--- config.mk ---
export PLATFORM = sky130hd
export DESIGN_NAME = up_result_unit
export DESIGN_NICKNAME = d
export VERILOG_FILES = /design/src/common/up_isa_pkg.sv /design/src/common/up_ctrl_pkg.sv /design/src/up_core/up_result_unit.sv
export SDC_FILE = /design/constraint.sdc
export NUM_CORES = 1
export LEC_CHECK = 0
export ABC_AREA = 1
export CELL_PAD_IN_SITES_DETAIL_PLACEMENT = 0
export CELL_PAD_IN_SITES_GLOBAL_PLACEMENT = 1
export CORE_MARGIN = 8
export CORE_UTILIZATION = 35
export DETAILED_ROUTE_END_ITERATION = 10
export DONT_BUFFER_PORTS = 1
export PLACE_DENSITY = 0.74
export SLEW_MARGIN = 20
export SYNTH_ARGS = -nofsm -noshare
export SYNTH_HDL_FRONTEND = slang
export SYNTH_SLANG_ARGS = --single-unit
--- constraint.sdc ---
create_clock -name vclk -period 4.1
set_input_delay 0.205 -clock vclk [all_inputs]
set_output_delay 0.205 -clock vclk [all_outputs]
set_load 0.03 [all_outputs]
--- src/common/up_isa_pkg.sv ---
package up_isa_pkg;

   //////////////////////////////
   // Widths and sizes
   //////////////////////////////

   // One width serves data and addresses.
   localparam int DATA_W   = 8;
   localparam int OP_W     = 4;
   localparam int MEM_SIZE = 256;

   // Execution starts at the high nibble of byte 4, right after the boot values.
   localparam logic [DATA_W-1:0] PC_RESET   = 8'h08;
   localparam logic [DATA_W-1:0] SP_RESET   = 8'hFF;
   localparam logic [DATA_W-1:0] INT_VECTOR = 8'h00;

   //////////////////////////////
   // Opcodes
   //////////////////////////////

   typedef enum logic [OP_W-1:0] {
      OP_ADD   = 4'h0,
      OP_SUB   = 4'h1,
      OP_MUL   = 4'h2,
      OP_NAND  = 4'h3,
      OP_SW01  = 4'h4,
      OP_SW12  = 4'h5,
      OP_SW23  = 4'h6,
      OP_BE    = 4'h7,
      OP_POPC  = 4'h8,
      OP_PUSHC = 4'h9,
      OP_POP   = 4'hA,
      OP_PUSH  = 4'hB,
      OP_LDW   = 4'hC,
      OP_STW   = 4'hD,
      OP_REF   = 4'hE,
      OP_INT   = 4'hF
   } up_op_e;

endpackage

--- src/common/up_ctrl_pkg.sv ---
package up_ctrl_pkg;
   import up_isa_pkg::*;

   typedef enum logic [3:0] {
      LOAD_0 = 4'h0,
      LOAD_1 = 4'h1,
      LOAD_2 = 4'h2,
      LOAD_3 = 4'h3,
      LOAD_4 = 4'h4,
      FETCH  = 4'h5,
      DECODE = 4'h6,
      EXEC_1 = 4'h7,
      EXEC_2 = 4'h8,
      EXEC_3 = 4'h9,
      INT_1  = 4'hA,
      INT_2  = 4'hB,
      INT_3  = 4'hC,
      INT_4  = 4'hD
   } up_state_e;

   // What drives the result bus in a given cycle.
   typedef enum logic [4:0] {
      SRC_CONST, SRC_FETCH_ADDR, SRC_PC, SRC_PC_INC,
      SRC_ADD, SRC_SUB, SRC_MUL, SRC_NAND,
      SRC_X01, SRC_X12, SRC_X23,
      SRC_R2, SRC_R3,
      SRC_SP, SRC_SP_INC, SRC_SP_DEC,
      SRC_MEM
   } up_src_e;

   typedef struct packed {
      up_src_e    src;
      logic [1:0] konst;
      logic       ir_we;
      logic       pc_we;
      logic       sp_we;
      logic       rb_we;
      logic       rb_from_mem;
      logic [1:0] rb_idx;
      logic       mem_we;
      logic       ale;
   } up_ctrl_t;

   typedef struct packed {
      logic [DATA_W-1:0] r0;
      logic [DATA_W-1:0] r1;
      logic [DATA_W-1:0] r2;
      logic [DATA_W-1:0] r3;
   } up_regs_t;

endpackage

--- src/up_core/up_result_unit.sv ---
`timescale 1ns/1ps

module up_result_unit
   import up_isa_pkg::*;
   import up_ctrl_pkg::*;
(
   input  up_ctrl_t          ctrl,
   input  up_regs_t          regs,
   input  logic [DATA_W-1:0] pc,
   input  logic [DATA_W-1:0] sp,
   input  logic              in_service,
   input  logic [DATA_W-1:0] rd_data,
   output logic [DATA_W-1:0] result
);

   logic [2*DATA_W-1:0] product;

   assign product = regs.r1 * regs.r2;

   always_comb begin
      case (ctrl.src)
         SRC_CONST:      result = DATA_W'(ctrl.konst);
         // pc counts nibbles, the in-service flag picks the handler half.
         SRC_FETCH_ADDR: result = {in_service, pc[DATA_W-1:1]};
         SRC_PC:         result = pc;
         SRC_PC_INC:     result = pc + 1'b1;
         SRC_ADD:        result = regs.r1 + regs.r2;
         SRC_SUB:        result = regs.r1 - regs.r2;
         SRC_MUL:        result = product[DATA_W-1:0];
         SRC_NAND:       result = ~(regs.r1 & regs.r2);
         SRC_X01:        result = regs.r0 ^ regs.r1;
         SRC_X12:        result = regs.r1 ^ regs.r2;
         SRC_X23:        result = regs.r2 ^ regs.r3;
         SRC_R2:         result = regs.r2;
         SRC_R3:         result = regs.r3;
         SRC_SP:         result = sp;
         SRC_SP_INC:     result = sp + 1'b1;
         SRC_SP_DEC:     result = sp - 1'b1;
         SRC_MEM:        result = rd_data;
         default:        result = '0;
      endcase
   end

endmodule

Yosys cells after proc, flatten, opt, wreduce, memory -nomap -nowiden
Cells that the tools add are included.
- word-level logic and storage cells: 29
- output and inout bits: 8
- flip-flop bits (word level): 0
- input bits: 73
- eq/ne operators: 16
- bitwise operators: 5
- muxes and demuxes: 1
- reductions and logical operators: 1
- multipliers: 1
- add/sub/neg operators: 5
- operator list (operator ; number):
    $pmux 8 s17 ; 1
    $eq 5x4->1 const B ; 8
    $xor 8x8->8 ; 3
    $eq 5x3->1 const B ; 4
    $add 8x1->8 const B ; 2
    $eq 5x2->1 const B ; 2
    $add 8x8->8 ; 1
    $and 8x8->8 ; 1
    $mul 8x8->8 ; 1
    $not 8->8 ; 1
    $sub 8x1->8 const B ; 1
    $sub 8x8->8 ; 1
    $eq 5x1->1 const B ; 1
    $eq 5x5->1 const B ; 1
    $logic_not 5->1 ; 1

Logic depth before layout (Yosys ltp)
Gate-level depths: netlist of run 1.
- word-level depth: 3
- gate-level depth with buffers: 20
- gate-level depth less buffers: 19

Worst setup path after synthesis of run 1
Ideal clock, no wire load.
- path type: input to output
- start: in regs[19] (netlist bit)
- end: out result[7]
- path buffers: 1
- required time: 3895 ps
- path slack: 329 ps
- cell stages on the path: 16
- arrival: 3566 ps
- path through: buf_2 > nand2_1 > fa_1 > fa_1 > inv_1 > fa_1 > inv_1 > fa_1 > inv_1 > ha_1 > nand2_1 > nand2_1 > a31oi_1 > nand3_1 > nand3_1 > nand3_1
- word-level cells in the longest chain between the ends: 2
- elaborated cells on any way between the ends: 4
- classes of those cells: add/sub: 2; mul: 1; mux: 1
- ends and longest elaborated chain (element ; line ; text):
    from (decl) ; up_result_unit.sv:8 ; input up_regs_t regs,
    $mul 8x8->8 (tied with other cells) ; up_result_unit.sv:18 ; assign product = regs.r1 * regs.r2;
    $pmux 8 s17 * ; up_result_unit.sv:21 ; case (ctrl.src)
    to (decl) ; up_result_unit.sv:13 ; output logic [DATA_W-1:0] result
Mark *: on every way between the ends. The rest lies on a longest branch, timed or not.

Worst setup path after layout of run 1
- start: in regs[12] (netlist bit)
- end: out result[5]
Same word-level chain as after synthesis.

==> run_summary.xml, run 1 <==
<?xml version="1.0" encoding="UTF-8"?>
<metrics>
  <group name="synthesis">
    <metric name="synthesis.nets" unit="">677</metric>
    <metric name="synth_top_family_by_area" unit="">simple AND/OR/NAND/NOR gates</metric>
    <metric name="yosys_warnings" unit="">0</metric>
    <metric name="most_used_standard_cell_by_instance_count_after_synthesis" unit="">sky130_fd_sc_hd__nand2_1</metric>
    <metric name="yosys.area_share.simple" unit="">0.423</metric>
    <metric name="synth_seq_area_share" unit="">0</metric>
    <metric name="post_synth.cell_area_avg" unit="um^2">5.52</metric>
    <metric name="proportion_of_synthesized_area_in_mux_cells" unit="">0.00650</metric>
    <metric name="synth_compound_area_frac" unit="">0.135</metric>
    <metric name="synth.cell_area" unit="um^2">3080</metric>
    <metric name="post_synth_num_cell_types" unit="">41</metric>
    <metric name="post_synth_inst_count" unit="">558</metric>
    <metric name="yosys-top-cells-count" unit="">176 x sky130_fd_sc_hd__nand2_1, 112 x sky130_fd_sc_hd__inv_1, 49 x sky130_fd_sc_hd__nand3_1</metric>
    <metric name="synth_top_cells_by_area" unit="">sky130_fd_sc_hd__nand2_1 21%, sky130_fd_sc_hd__inv_1 14%, sky130_fd_sc_hd__ha_1 13%</metric>
    <metric name="yosys.area.top_type_share" unit="">0.215</metric>
    <metric name="yosys.area.top_type" unit="">sky130_fd_sc_hd__nand2_1</metric>
    <metric name="synth_fa_ha_area_frac" unit="">0.221</metric>
    <metric name="post_synth_xor_area_fraction" unit="">0.0512</metric>
  </group>
  <group name="clock_network">
    <metric name="cts_resized" unit="">0</metric>
    <metric name="post-cts-setup-buffer-count" unit="">0</metric>
    <metric name="post_cts_hold_buffer_count" unit="">0</metric>
  </group>
  <group name="floorplanning">
    <metric name="die_height" unit="um">110</metric>
    <metric name="core_region_area" unit="um^2">8640</metric>
    <metric name="total_die_area" unit="um^2">12100</metric>
    <metric name="pin_count" unit="">81</metric>
    <metric name="core.rowCount" unit="">34</metric>
    <metric name="initial_utilization" unit="">0.357</metric>
    <metric name="die_x" unit="um">110</metric>
  </group>
  <group name="sta">
    <metric name="achievable-frequency" unit="MHz">259</metric>
    <metric name="finalHoldViolations" unit="">0</metric>
    <metric name="finalMaxSlewViolations" unit="">0</metric>
    <metric name="finalCriticalPeriod" unit="ns">3.87</metric>
    <metric name="post-route-worst-setup-slack" unit="ns">0.234</metric>
    <metric name="grt_setup_unrepaired" unit="">false</metric>
    <metric name="max_slew.worst_pin.slew" unit="ns">0.743</metric>
    <metric name="finalSetupViolCount" unit="">0</metric>
    <metric name="slew-limit-headroom" unit="">0.503</metric>
    <metric name="final_worst_path_cycle_share" unit="">0.943</metric>
    <metric name="timing.setup.tns" unit="ns">0</metric>
  </group>
  <group name="global_route">
    <metric name="global_route.usage.total" unit="">0.179</metric>
    <metric name="grt_first_pass_wirelength" unit="um">17000</metric>
    <metric name="maximum_number_of_pins_on_one_net_before_global_route_repair" unit="">14</metric>
    <metric name="vias_in_the_first_global_route" unit="">3196</metric>
    <metric name="antenna_found_initial" unit="">0</metric>
    <metric name="grt_overflow_total" unit="">0</metric>
  </group>
  <group name="drt">
    <metric name="route.detailed.wl_per_inst" unit="um">16.8</metric>
    <metric name="drt_pass1_iterations" unit="">5</metric>
    <metric name="first_drt_iteration_drcs" unit="">278</metric>
    <metric name="route.final.wire_length" unit="um">11000</metric>
    <metric name="detail-route-antenna-nets" unit="">0</metric>
    <metric name="routed_via_density" unit="">5.27</metric>
    <metric name="drc_errors" unit="">0</metric>
    <metric name="total_via_count_after_detailed_routing" unit="">3449</metric>
  </group>
  <group name="layout">
    <metric name="finalCoreUtilization" unit="">0.364</metric>
    <metric name="nClkBuffers" unit="">0</metric>
    <metric name="drive_gt1_frac" unit="">0.0402</metric>
    <metric name="layout.area.seq" unit="um^2">0</metric>
    <metric name="design.seq.count" unit="">0</metric>
    <metric name="diodes" unit="">0</metric>
    <metric name="areaGrowthSynthToFinish" unit="%">1.99</metric>
    <metric name="finalNetCount" unit="">668</metric>
    <metric name="final_design_area_no_fill" unit="um^2">3140</metric>
  </group>
  <group name="pwr">
    <metric name="power.leakage" unit="nW">1.83</metric>
    <metric name="share_seq_of_total_power" unit="">0</metric>
    <metric name="ratio_of_total_power_to_cell_area" unit="nW/um^2">126</metric>
    <metric name="report.power.total" unit="W">0.000396</metric>
    <metric name="combPwrFrac" unit="">1.000</metric>
    <metric name="internal_power" unit="W">0.000148</metric>
    <metric name="vdd_drop_max" unit="uV">52.3</metric>
    <metric name="power.clock.fraction" unit="">0</metric>
    <metric name="sw_pwr" unit="W">0.000248</metric>
    <metric name="netSwitchingFraction" unit="">0.626</metric>
  </group>
  <group name="hold_path">
    <metric name="worstHoldStart" unit="">regs[0]</metric>
    <metric name="holdPathStages" unit="">2</metric>
    <metric name="worst_hold_path_type" unit="">in -&gt; out</metric>
    <metric name="hold_end" unit="">result[0]</metric>
  </group>
  <group name="critical_path">
    <metric name="worst_ep_arrival_time" unit="ns">3.66</metric>
    <metric name="timing.critical_path.fanout_max" unit="">8</metric>
    <metric name="worst-endpoint-required" unit="ns">3.89</metric>
    <metric name="worstSetupPathType" unit="">in -&gt; out</metric>
    <metric name="setup.worst_path.start_class" unit="">input port</metric>
    <metric name="crit_path_end_kind" unit="">output pin</metric>
  </group>
  <group name="place">
    <metric name="post-place-ws" unit="ns">0.234</metric>
    <metric name="place_area" unit="um^2">3140</metric>
    <metric name="portBuffers" unit="">0</metric>
    <metric name="gp_congestion" unit="">0.920</metric>
    <metric name="dp.final_hpwl" unit="um">9460</metric>
  </group>
  <group name="run">
    <metric name="timing.max_cap.violations" unit="">0</metric>
  </group>
  <group name="outcome">
    <metric name="status" unit="">completed</metric>
  </group>
</metrics>
## final cells by class
| cell class | count | area [um^2] |
|---|---|---|
| Multi-Input combinational cell | 433 | 2580 |
| Fill cell | 1005 | 5500 |
| Inverter | 114 | 428 |
| Tap cell | 108 | 135 |
## power by group through the flow
stage                     Clock, W  Combinational [W]  Sequential, W
after floorplan                  0           0.000332              0
after global placement           0           0.000387              0
after detailed placement         0           0.000395              0
after CTS                        0           0.000398              0
after global routing             0           0.000457              0
final                            0           0.000396              0
## cells in the final DEF, fill, tap and decap left out, types with 2 or more instances in the layout
cell,n
sky130_fd_sc_hd__o211ai_1,7
sky130_fd_sc_hd__a31oi_1,3
sky130_fd_sc_hd__xor2_1,11
sky130_fd_sc_hd__or2_0,2
sky130_fd_sc_hd__nor3b_1,2
sky130_fd_sc_hd__inv_2,2
sky130_fd_sc_hd__nor2_1,37
sky130_fd_sc_hd__nand4_1,12
sky130_fd_sc_hd__o2111ai_1,2
sky130_fd_sc_hd__nand2_1,176
sky130_fd_sc_hd__or2_2,9
sky130_fd_sc_hd__ha_1,32
sky130_fd_sc_hd__nand3_1,49
sky130_fd_sc_hd__o21ai_1,2
sky130_fd_sc_hd__a21oi_1,16
sky130_fd_sc_hd__fa_1,14
sky130_fd_sc_hd__nand2_2,2
sky130_fd_sc_hd__o22ai_1,5
sky130_fd_sc_hd__a22o_1,2
sky130_fd_sc_hd__nor3_1,3
sky130_fd_sc_hd__o21ai_0,17
sky130_fd_sc_hd__mux2i_1,2
sky130_fd_sc_hd__nor4_1,3
sky130_fd_sc_hd__nor2_2,4
sky130_fd_sc_hd__xnor2_1,7
sky130_fd_sc_hd__a221oi_1,2
sky130_fd_sc_hd__inv_1,112
## stage by stage
| step | cells | hold WS (ns) |
|---|---|---|
| after floorplan | 558 | 0.700 |
| after global placement | 655 | 0.753 |
| after detailed placement | 655 | 0.753 |
| after CTS | 655 | 0.753 |
| after global routing | 655 | 0.769 |
| final | 655 | 0.756 |
## logic make-up (layout without fill, tap and decap cells)
logic type	Yosys count	after routing
buffers and inverters	125	114
AND/OR/NAND/NOR	302	302
XOR/XNOR	18	18
adder cells (fa/ha/maj)	46	46
AO/OA/AOI/OAI	65	65
multiplexers	2	2
## worst max-delay path by stage
stage | startpoint | to | slack, ns | depth (start not counted)
final | regs[12] | result[5] | 0.23 | 16
after global routing | regs[12] | result[5] | 0.08 | 16
after CTS | regs[12] | result[5] | 0.23 | 16
after detailed placement | regs[12] | result[5] | 0.23 | 16
after global placement | regs[12] | result[5] | 0.28 | 16
after floorplan | regs[19] | result[7] | 0.33 | 16
## layer usage
| metal | global-route usage | wire, um | vias up |
|---|---|---|---|
| met3 | 0.0381 | 984 | 10 |
| met4 | 0.0222 | 161 | 0 |
| li1 | - | - | 1752 |
| met1 | 0.240 | 4880 | 1575 |
| met5 | 0 | 0 | - |
| met2 | 0.296 | 5000 | 112 |
## worst max-delay path, stage by stage
cell                       delay, ns
sky130_fd_sc_hd__nand2_1        0.06
sky130_fd_sc_hd__fa_1           0.42
sky130_fd_sc_hd__inv_1          0.10
sky130_fd_sc_hd__fa_1           0.40
sky130_fd_sc_hd__ha_1           0.30
sky130_fd_sc_hd__inv_1          0.06
sky130_fd_sc_hd__fa_1           0.52
sky130_fd_sc_hd__inv_1          0.04
sky130_fd_sc_hd__ha_1           0.33
sky130_fd_sc_hd__or2_2          0.30
sky130_fd_sc_hd__nand3_1        0.11
sky130_fd_sc_hd__o221ai_1       0.14
sky130_fd_sc_hd__nor2_1         0.12
sky130_fd_sc_hd__nand2_1        0.06
sky130_fd_sc_hd__nor2_1         0.16
sky130_fd_sc_hd__nand3_1        0.32
Power figures use the tool's default switching activity.
==> run 2, diff against run 1 <==
==> constraint.sdc (replaced) <==
create_clock -name vclk -period 4.6
set_input_delay 0.23 -clock vclk [all_inputs]
set_output_delay 0.23 -clock vclk [all_outputs]
set_load 0.03 [all_outputs]
==> run 2 against run 1 <==
  * Die area stayed put
  * Total power fell by 11%
  * Design area stayed put
  * Critical path depth unchanged
  * Utilization did not move
  * First-iteration DRC count down 10%
  * Setup slack better by 0.43 ns
  * Combinational power fell by 11%
  * Largest cell class unchanged
  * Largest power group unchanged
==> run_summary.xml, run 2 (synthesized netlist as in run 1, its figures left out) <==
<?xml version="1.0" encoding="UTF-8"?>
<metrics>
  <group name="outcome">
    <metric name="status" unit="">completed</metric>
  </group>
  <group name="pwr">
    <metric name="power.leakage" unit="nW">1.83</metric>
    <metric name="share_seq_of_total_power" unit="">0</metric>
    <metric name="netSwitchingFraction" unit="">0.626</metric>
    <metric name="combPwrFrac" unit="">1.000</metric>
    <metric name="power.clock.fraction" unit="">0</metric>
    <metric name="ratio_of_total_power_to_cell_area" unit="nW/um^2">112</metric>
    <metric name="report.power.total" unit="W">0.000352</metric>
    <metric name="vdd_drop_max" unit="uV">54.5</metric>
    <metric name="internal_power" unit="W">0.000132</metric>
    <metric name="sw_pwr" unit="W">0.000220</metric>
  </group>
  <group name="sta">
    <metric name="slew-limit-headroom" unit="">0.489</metric>
    <metric name="finalSetupViolCount" unit="">0</metric>
    <metric name="finalHoldWorstSlack" unit="ns">0.799</metric>
    <metric name="max_slew.worst_pin.slew" unit="ns">0.763</metric>
    <metric name="finalCriticalPeriod" unit="ns">3.93</metric>
    <metric name="achievable-frequency" unit="MHz">254</metric>
    <metric name="final_worst_path_cycle_share" unit="">0.855</metric>
    <metric name="timing.setup.tns" unit="ns">0</metric>
    <metric name="finalMaxSlewViolations" unit="">0</metric>
    <metric name="finalHoldViolations" unit="">0</metric>
    <metric name="grt_setup_unrepaired" unit="">false</metric>
  </group>
  <group name="place">
    <metric name="portBuffers" unit="">0</metric>
    <metric name="gp_congestion" unit="">0.912</metric>
    <metric name="dp.final_hpwl" unit="um">9490</metric>
  </group>
  <group name="layout">
    <metric name="mostFrequentLayoutCell" unit="">sky130_fd_sc_hd__nand2_1</metric>
    <metric name="drive_gt1_frac" unit="">0.0402</metric>
    <metric name="diodes" unit="">0</metric>
    <metric name="finalNetCount" unit="">668</metric>
    <metric name="mostFrequentLayoutCells" unit="">176 x sky130_fd_sc_hd__nand2_1, 112 x sky130_fd_sc_hd__inv_1, 49 x sky130_fd_sc_hd__nand3_1, 37 x sky130_fd_sc_hd__nor2_1, 32 x sky130_fd_sc_hd__ha_1</metric>
    <metric name="layout.area.seq" unit="um^2">0</metric>
    <metric name="nClkBuffers" unit="">0</metric>
    <metric name="finalCoreUtilization" unit="">0.364</metric>
    <metric name="fillCellCount" unit="">1005</metric>
    <metric name="areaGrowthSynthToFinish" unit="%">1.99</metric>
    <metric name="design.seq.count" unit="">0</metric>
  </group>
  <group name="global_route">
    <metric name="grt_overflow_total" unit="">0</metric>
    <metric name="vias_in_the_first_global_route" unit="">3150</metric>
    <metric name="global_route.usage.total" unit="">0.180</metric>
    <metric name="grt_first_pass_wirelength" unit="um">16900</metric>
    <metric name="antenna_found_initial" unit="">0</metric>
    <metric name="maximum_number_of_pins_on_one_net_before_global_route_repair" unit="">14</metric>
  </group>
  <group name="floorplanning">
    <metric name="initial_utilization" unit="">0.357</metric>
    <metric name="die_height" unit="um">110</metric>
    <metric name="pin_count" unit="">81</metric>
    <metric name="core.rowCount" unit="">34</metric>
    <metric name="core_region_area" unit="um^2">8640</metric>
    <metric name="die_x" unit="um">110</metric>
    <metric name="total_die_area" unit="um^2">12100</metric>
  </group>
  <group name="critical_path">
    <metric name="setup.worst_path.start_class" unit="">input port</metric>
    <metric name="worst_ep_arrival_time" unit="ns">3.70</metric>
    <metric name="crit_end" unit="">result[5]</metric>
    <metric name="launch_point_of_the_worst_path" unit="">regs[12]</metric>
    <metric name="worstSetupPathType" unit="">in -&gt; out</metric>
    <metric name="timing.critical_path.fanout_max" unit="">8</metric>
    <metric name="crit_path_end_kind" unit="">output pin</metric>
    <metric name="worst-endpoint-required" unit="ns">4.37</metric>
  </group>
  <group name="drt">
    <metric name="drt_pass1_iterations" unit="">4</metric>
    <metric name="detail-route-antenna-nets" unit="">0</metric>
    <metric name="route.final.wire_length" unit="um">11100</metric>
    <metric name="route.detailed.wl_per_inst" unit="um">16.9</metric>
    <metric name="first_drt_iteration_drcs" unit="">249</metric>
    <metric name="routed_via_density" unit="">5.24</metric>
    <metric name="drc_errors" unit="">0</metric>
    <metric name="total_via_count_after_detailed_routing" unit="">3429</metric>
  </group>
  <group name="clock_network">
    <metric name="post_cts_hold_buffer_count" unit="">0</metric>
    <metric name="post-cts-setup-buffer-count" unit="">0</metric>
    <metric name="cts_resized" unit="">0</metric>
  </group>
  <group name="hold_path">
    <metric name="worst_hold_path_type" unit="">in -&gt; out</metric>
  </group>
  <group name="run">
    <metric name="timing.max_cap.violations" unit="">0</metric>
  </group>
</metrics>
run 2: cell counts in the layout (fill, tap and decap cells not counted):
No cell type changed its count.
run 2: layer usage:
| metal | track usage | up-vias | wire length (um) |
|---|---|---|---|
| met2 | 0.291 | 108 | 4990 |
| met5 | 0 | - | 0 |
| met4 | 0.0251 | 0 | 111 |
| met1 | 0.241 | 1553 | 4950 |
| met3 | 0.0422 | 8 | 1010 |
| li1 | - | 1760 | - |
run 2: worst max-delay path: stages:
cell,delay (ns)
sky130_fd_sc_hd__nand2_1,0.06
sky130_fd_sc_hd__fa_1,0.41
sky130_fd_sc_hd__inv_1,0.09
sky130_fd_sc_hd__fa_1,0.40
sky130_fd_sc_hd__ha_1,0.30
sky130_fd_sc_hd__inv_1,0.06
sky130_fd_sc_hd__fa_1,0.52
sky130_fd_sc_hd__inv_1,0.04
sky130_fd_sc_hd__ha_1,0.32
sky130_fd_sc_hd__or2_2,0.30
sky130_fd_sc_hd__nand3_1,0.11
sky130_fd_sc_hd__o221ai_1,0.15
sky130_fd_sc_hd__nor2_1,0.12
sky130_fd_sc_hd__nand2_1,0.07
sky130_fd_sc_hd__nor2_1,0.20
sky130_fd_sc_hd__nand3_1,0.32
run 2: cell type report:
type,instances,area [um^2],share of cell area
inverter,114,428,0.136
multi-input combinational,433,2580,0.821
tap,108,135,0.0430
run 2: worst min path at each step:
stage          startpoint        end  slack, ns  depth (start not counted)
6_report            sp[1]  result[1]       0.80                          2
3_5_place_dp        sp[1]  result[1]       0.80                          2
4_1_cts             sp[1]  result[1]       0.80                          2
5_1_grt             sp[1]  result[1]       0.82                          2
3_3_place_gp        sp[1]  result[1]       0.80                          2
2_1_floorplan       sp[1]  result[1]       0.75                          2
run 2: metrics by stage:
stage / instance area [um^2] / std cells / worst slack (ns)
after floorplan: 3080 / 558 / 0.779
after global placement: 3140 / 655 / 0.730
after detailed placement: 3140 / 655 / 0.708
after CTS: 3140 / 655 / 0.708
after global routing: 3140 / 655 / 0.498
final: 3140 / 655 / 0.667
run 2: power by group through the flow:
stage	registers (W)	logic (W)	clock network (W)
final	0	0.000352	0
after global routing	0	0.000406	0
after CTS	0	0.000353	0
after detailed placement	0	0.000350	0
after global placement	0	0.000345	0
after floorplan	0	0.000296	0
==> run 3, diff against run 2 <==
--- a/config.mk
+++ b/config.mk
@@ -5,14 +5,14 @@
 export SDC_FILE = /design/constraint.sdc
 export NUM_CORES = 1
 export LEC_CHECK = 0
-export ABC_AREA = 1
+export ABC_AREA = 0
 export CELL_PAD_IN_SITES_DETAIL_PLACEMENT = 0
 export CELL_PAD_IN_SITES_GLOBAL_PLACEMENT = 1
 export CORE_MARGIN = 8
 export CORE_UTILIZATION = 35
 export DETAILED_ROUTE_END_ITERATION = 10
 export DONT_BUFFER_PORTS = 1
-export PLACE_DENSITY = 0.74
+export PLACE_DENSITY = 0.7
 export SLEW_MARGIN = 20
 export SYNTH_ARGS = -nofsm -noshare
 export SYNTH_HDL_FRONTEND = slang
==> run 3 against run 2 <==
  * Via count decreased by 15%
  * Highest routed layer unchanged
  * Utilization up 0.10 points
  * Sequential cell count is the same
  * Sequential share of layout area stayed put
  * Largest cell class unchanged
==> run_summary.xml, run 3 <==
<?xml version="1.0" encoding="UTF-8"?>
<metrics>
  <group name="clock_network">
    <metric name="post-cts-setup-buffer-count" unit="">0</metric>
    <metric name="post_cts_hold_buffer_count" unit="">0</metric>
    <metric name="cts_resized" unit="">0</metric>
  </group>
  <group name="drt">
    <metric name="detailroute.wirelength.met3" unit="um">1090</metric>
    <metric name="highest_layer" unit="">met4</metric>
    <metric name="detailroute.wirelength.met2" unit="um">4950</metric>
    <metric name="detail-route-antenna-nets" unit="">0</metric>
    <metric name="total_via_count_after_detailed_routing" unit="">2903</metric>
    <metric name="routed_via_density" unit="">5.89</metric>
    <metric name="drc_errors" unit="">0</metric>
    <metric name="route.final.wire_length" unit="um">10600</metric>
    <metric name="route.detailed.wl_per_inst" unit="um">21.5</metric>
    <metric name="detail_route.wirelength.met1" unit="um">4370</metric>
    <metric name="drt_pass1_iterations" unit="">5</metric>
    <metric name="first_drt_iteration_drcs" unit="">190</metric>
  </group>
  <group name="layout">
    <metric name="layout.area.seq" unit="um^2">0</metric>
    <metric name="nClkBuffers" unit="">0</metric>
    <metric name="final_design_area_no_fill" unit="um^2">3010</metric>
    <metric name="finalCoreUtilization" unit="">0.365</metric>
    <metric name="finalNetCount" unit="">509</metric>
    <metric name="drive_gt1_frac" unit="">0.0412</metric>
    <metric name="diodes" unit="">0</metric>
    <metric name="design.seq.count" unit="">0</metric>
    <metric name="mostFrequentLayoutCell" unit="">sky130_fd_sc_hd__nand2_1</metric>
    <metric name="areaGrowthSynthToFinish" unit="%">0.754</metric>
    <metric name="mostFrequentLayoutCells" unit="">40 x sky130_fd_sc_hd__nand2_1, 33 x sky130_fd_sc_hd__inv_1, 32 x sky130_fd_sc_hd__ha_1, 28 x sky130_fd_sc_hd__nor2_1, 28 x sky130_fd_sc_hd__xnor2_1</metric>
  </group>
  <group name="sta">
    <metric name="finalSetupViolCount" unit="">0</metric>
    <metric name="finalCriticalPeriod" unit="ns">4.35</metric>
    <metric name="final_worst_path_cycle_share" unit="">0.945</metric>
    <metric name="grt_setup_unrepaired" unit="">false</metric>
    <metric name="finalHoldWorstSlack" unit="ns">0.817</metric>
    <metric name="timing.setup.tns" unit="ns">0</metric>
    <metric name="max_slew.worst_pin.slew" unit="ns">0.979</metric>
    <metric name="finalHoldViolations" unit="">0</metric>
    <metric name="finalMaxSlewViolations" unit="">0</metric>
    <metric name="slew-limit-headroom" unit="">0.342</metric>
    <metric name="achievable-frequency" unit="MHz">230</metric>
  </group>
  <group name="critical_path">
    <metric name="crit_path_end_kind" unit="">output pin</metric>
    <metric name="worst-endpoint-required" unit="ns">4.37</metric>
    <metric name="timing.critical_path.fanout_max" unit="">11</metric>
    <metric name="worst_ep_arrival_time" unit="ns">4.12</metric>
    <metric name="setup.worst_path.start_class" unit="">input port</metric>
    <metric name="worstSetupPathType" unit="">in -&gt; out</metric>
  </group>
  <group name="global_route">
    <metric name="vias_in_the_first_global_route" unit="">3002</metric>
    <metric name="global_route.usage.total" unit="">0.182</metric>
    <metric name="grt_first_pass_wirelength" unit="um">17000</metric>
    <metric name="maximum_number_of_pins_on_one_net_before_global_route_repair" unit="">28</metric>
    <metric name="antenna_found_initial" unit="">0</metric>
    <metric name="grt_overflow_total" unit="">0</metric>
  </group>
  <group name="synthesis">
    <metric name="post_synth.cell_area_avg" unit="um^2">7.31</metric>
    <metric name="yosys_warnings" unit="">0</metric>
    <metric name="synth_seq_area_share" unit="">0</metric>
    <metric name="post_synth_num_cell_types" unit="">58</metric>
    <metric name="post_synth_inst_count" unit="">409</metric>
    <metric name="yosys.area.top_type" unit="">sky130_fd_sc_hd__ha_1</metric>
    <metric name="synth_top_cells_by_area" unit="">sky130_fd_sc_hd__ha_1 13%, sky130_fd_sc_hd__fa_1 9.4%, sky130_fd_sc_hd__xnor2_1 8.2%</metric>
    <metric name="most_used_standard_cell_by_instance_count_after_synthesis" unit="">sky130_fd_sc_hd__nand2_1</metric>
    <metric name="synth.cell_area" unit="um^2">2990</metric>
    <metric name="yosys-top-cells-count" unit="">40 x sky130_fd_sc_hd__nand2_1, 33 x sky130_fd_sc_hd__inv_1, 32 x sky130_fd_sc_hd__ha_1</metric>
    <metric name="yosys.area.top_type_share" unit="">0.134</metric>
    <metric name="synthesis.nets" unit="">528</metric>
  </group>
  <group name="floorplanning">
    <metric name="die_x" unit="um">108</metric>
    <metric name="core.rowCount" unit="">33</metric>
    <metric name="total_die_area" unit="um^2">11800</metric>
    <metric name="core_region_area" unit="um^2">8260</metric>
    <metric name="die_height" unit="um">108</metric>
    <metric name="initial_utilization" unit="">0.362</metric>
    <metric name="pin_count" unit="">81</metric>
  </group>
  <group name="pwr">
    <metric name="vdd_drop_max" unit="uV">54.2</metric>
    <metric name="ratio_of_total_power_to_cell_area" unit="nW/um^2">131</metric>
    <metric name="power.leakage" unit="nW">1.35</metric>
  </group>
  <group name="outcome">
    <metric name="status" unit="">completed</metric>
  </group>
  <group name="place">
    <metric name="gp_congestion" unit="">0.895</metric>
    <metric name="portBuffers" unit="">0</metric>
    <metric name="place_area" unit="um^2">3010</metric>
    <metric name="dp.final_hpwl" unit="um">8800</metric>
  </group>
  <group name="run">
    <metric name="timing.max_cap.violations" unit="">0</metric>
  </group>
  <group name="hold_path">
    <metric name="worst_hold_path_type" unit="">in -&gt; out</metric>
  </group>
</metrics>
run 3: worst max-delay path, stage by stage:
cell                       delay, ns
sky130_fd_sc_hd__nand2_1        0.05
sky130_fd_sc_hd__fa_1           0.47
sky130_fd_sc_hd__fa_1           0.55
sky130_fd_sc_hd__inv_1          0.05
sky130_fd_sc_hd__fa_1           0.50
sky130_fd_sc_hd__inv_1          0.05
sky130_fd_sc_hd__fa_1           0.53
sky130_fd_sc_hd__inv_1          0.05
sky130_fd_sc_hd__ha_1           0.31
sky130_fd_sc_hd__a21oi_1        0.16
sky130_fd_sc_hd__xnor3_1        0.22
sky130_fd_sc_hd__xnor3_1        0.40
sky130_fd_sc_hd__o211ai_1       0.19
sky130_fd_sc_hd__a221o_1        0.35
run 3: layout make-up:
class,count,area [um^2]
timing repair buffer,2,15.0
tap,105,131
multi-input combinational,353,2740
fill,920,5250
inverter,33,124
run 3: worst paths after layout:
path / start / end / depth (start not counted)
setup / recovery: regs[10] / result[7] / 14
hold / removal: pc[3] / result[2] / 2
run 3: per-layer routing:
layer  GRT usage  up-vias
met1       0.231     1372
met4      0.0293        0
met3      0.0577       12
li1            -     1411
met5           0        -
met2       0.298      108
run 3: power breakdown:
| group | leakage, nW | switching (W) | internal (W) |
|---|---|---|---|
| Clock | 0 | 0 | 0 |
| Sequential | 0 | 0 | 0 |
| Combinational | 1.35 | 0.000217 | 0.000177 |
| Total | 1.35 | 0.000217 | 0.000177 |
run 3: stage by stage:
stage	power (W)	std cells	setup slack, ns
floorplan	0.000328	409	0.155
global placement	0.000390	493	0.260
detailed placement	0.000394	493	0.229
CTS	0.000397	493	0.209
global route	0.000442	493	0.0494
finish	0.000394	493	0.254
run 3: logic make-up after synthesis:
kind of cell	share of synthesized area
simple gates	0.273
compound gates	0.220
buf+inv	0.0829
xor+xnor	0.155
fa+ha+maj	0.228
mux	0.0410
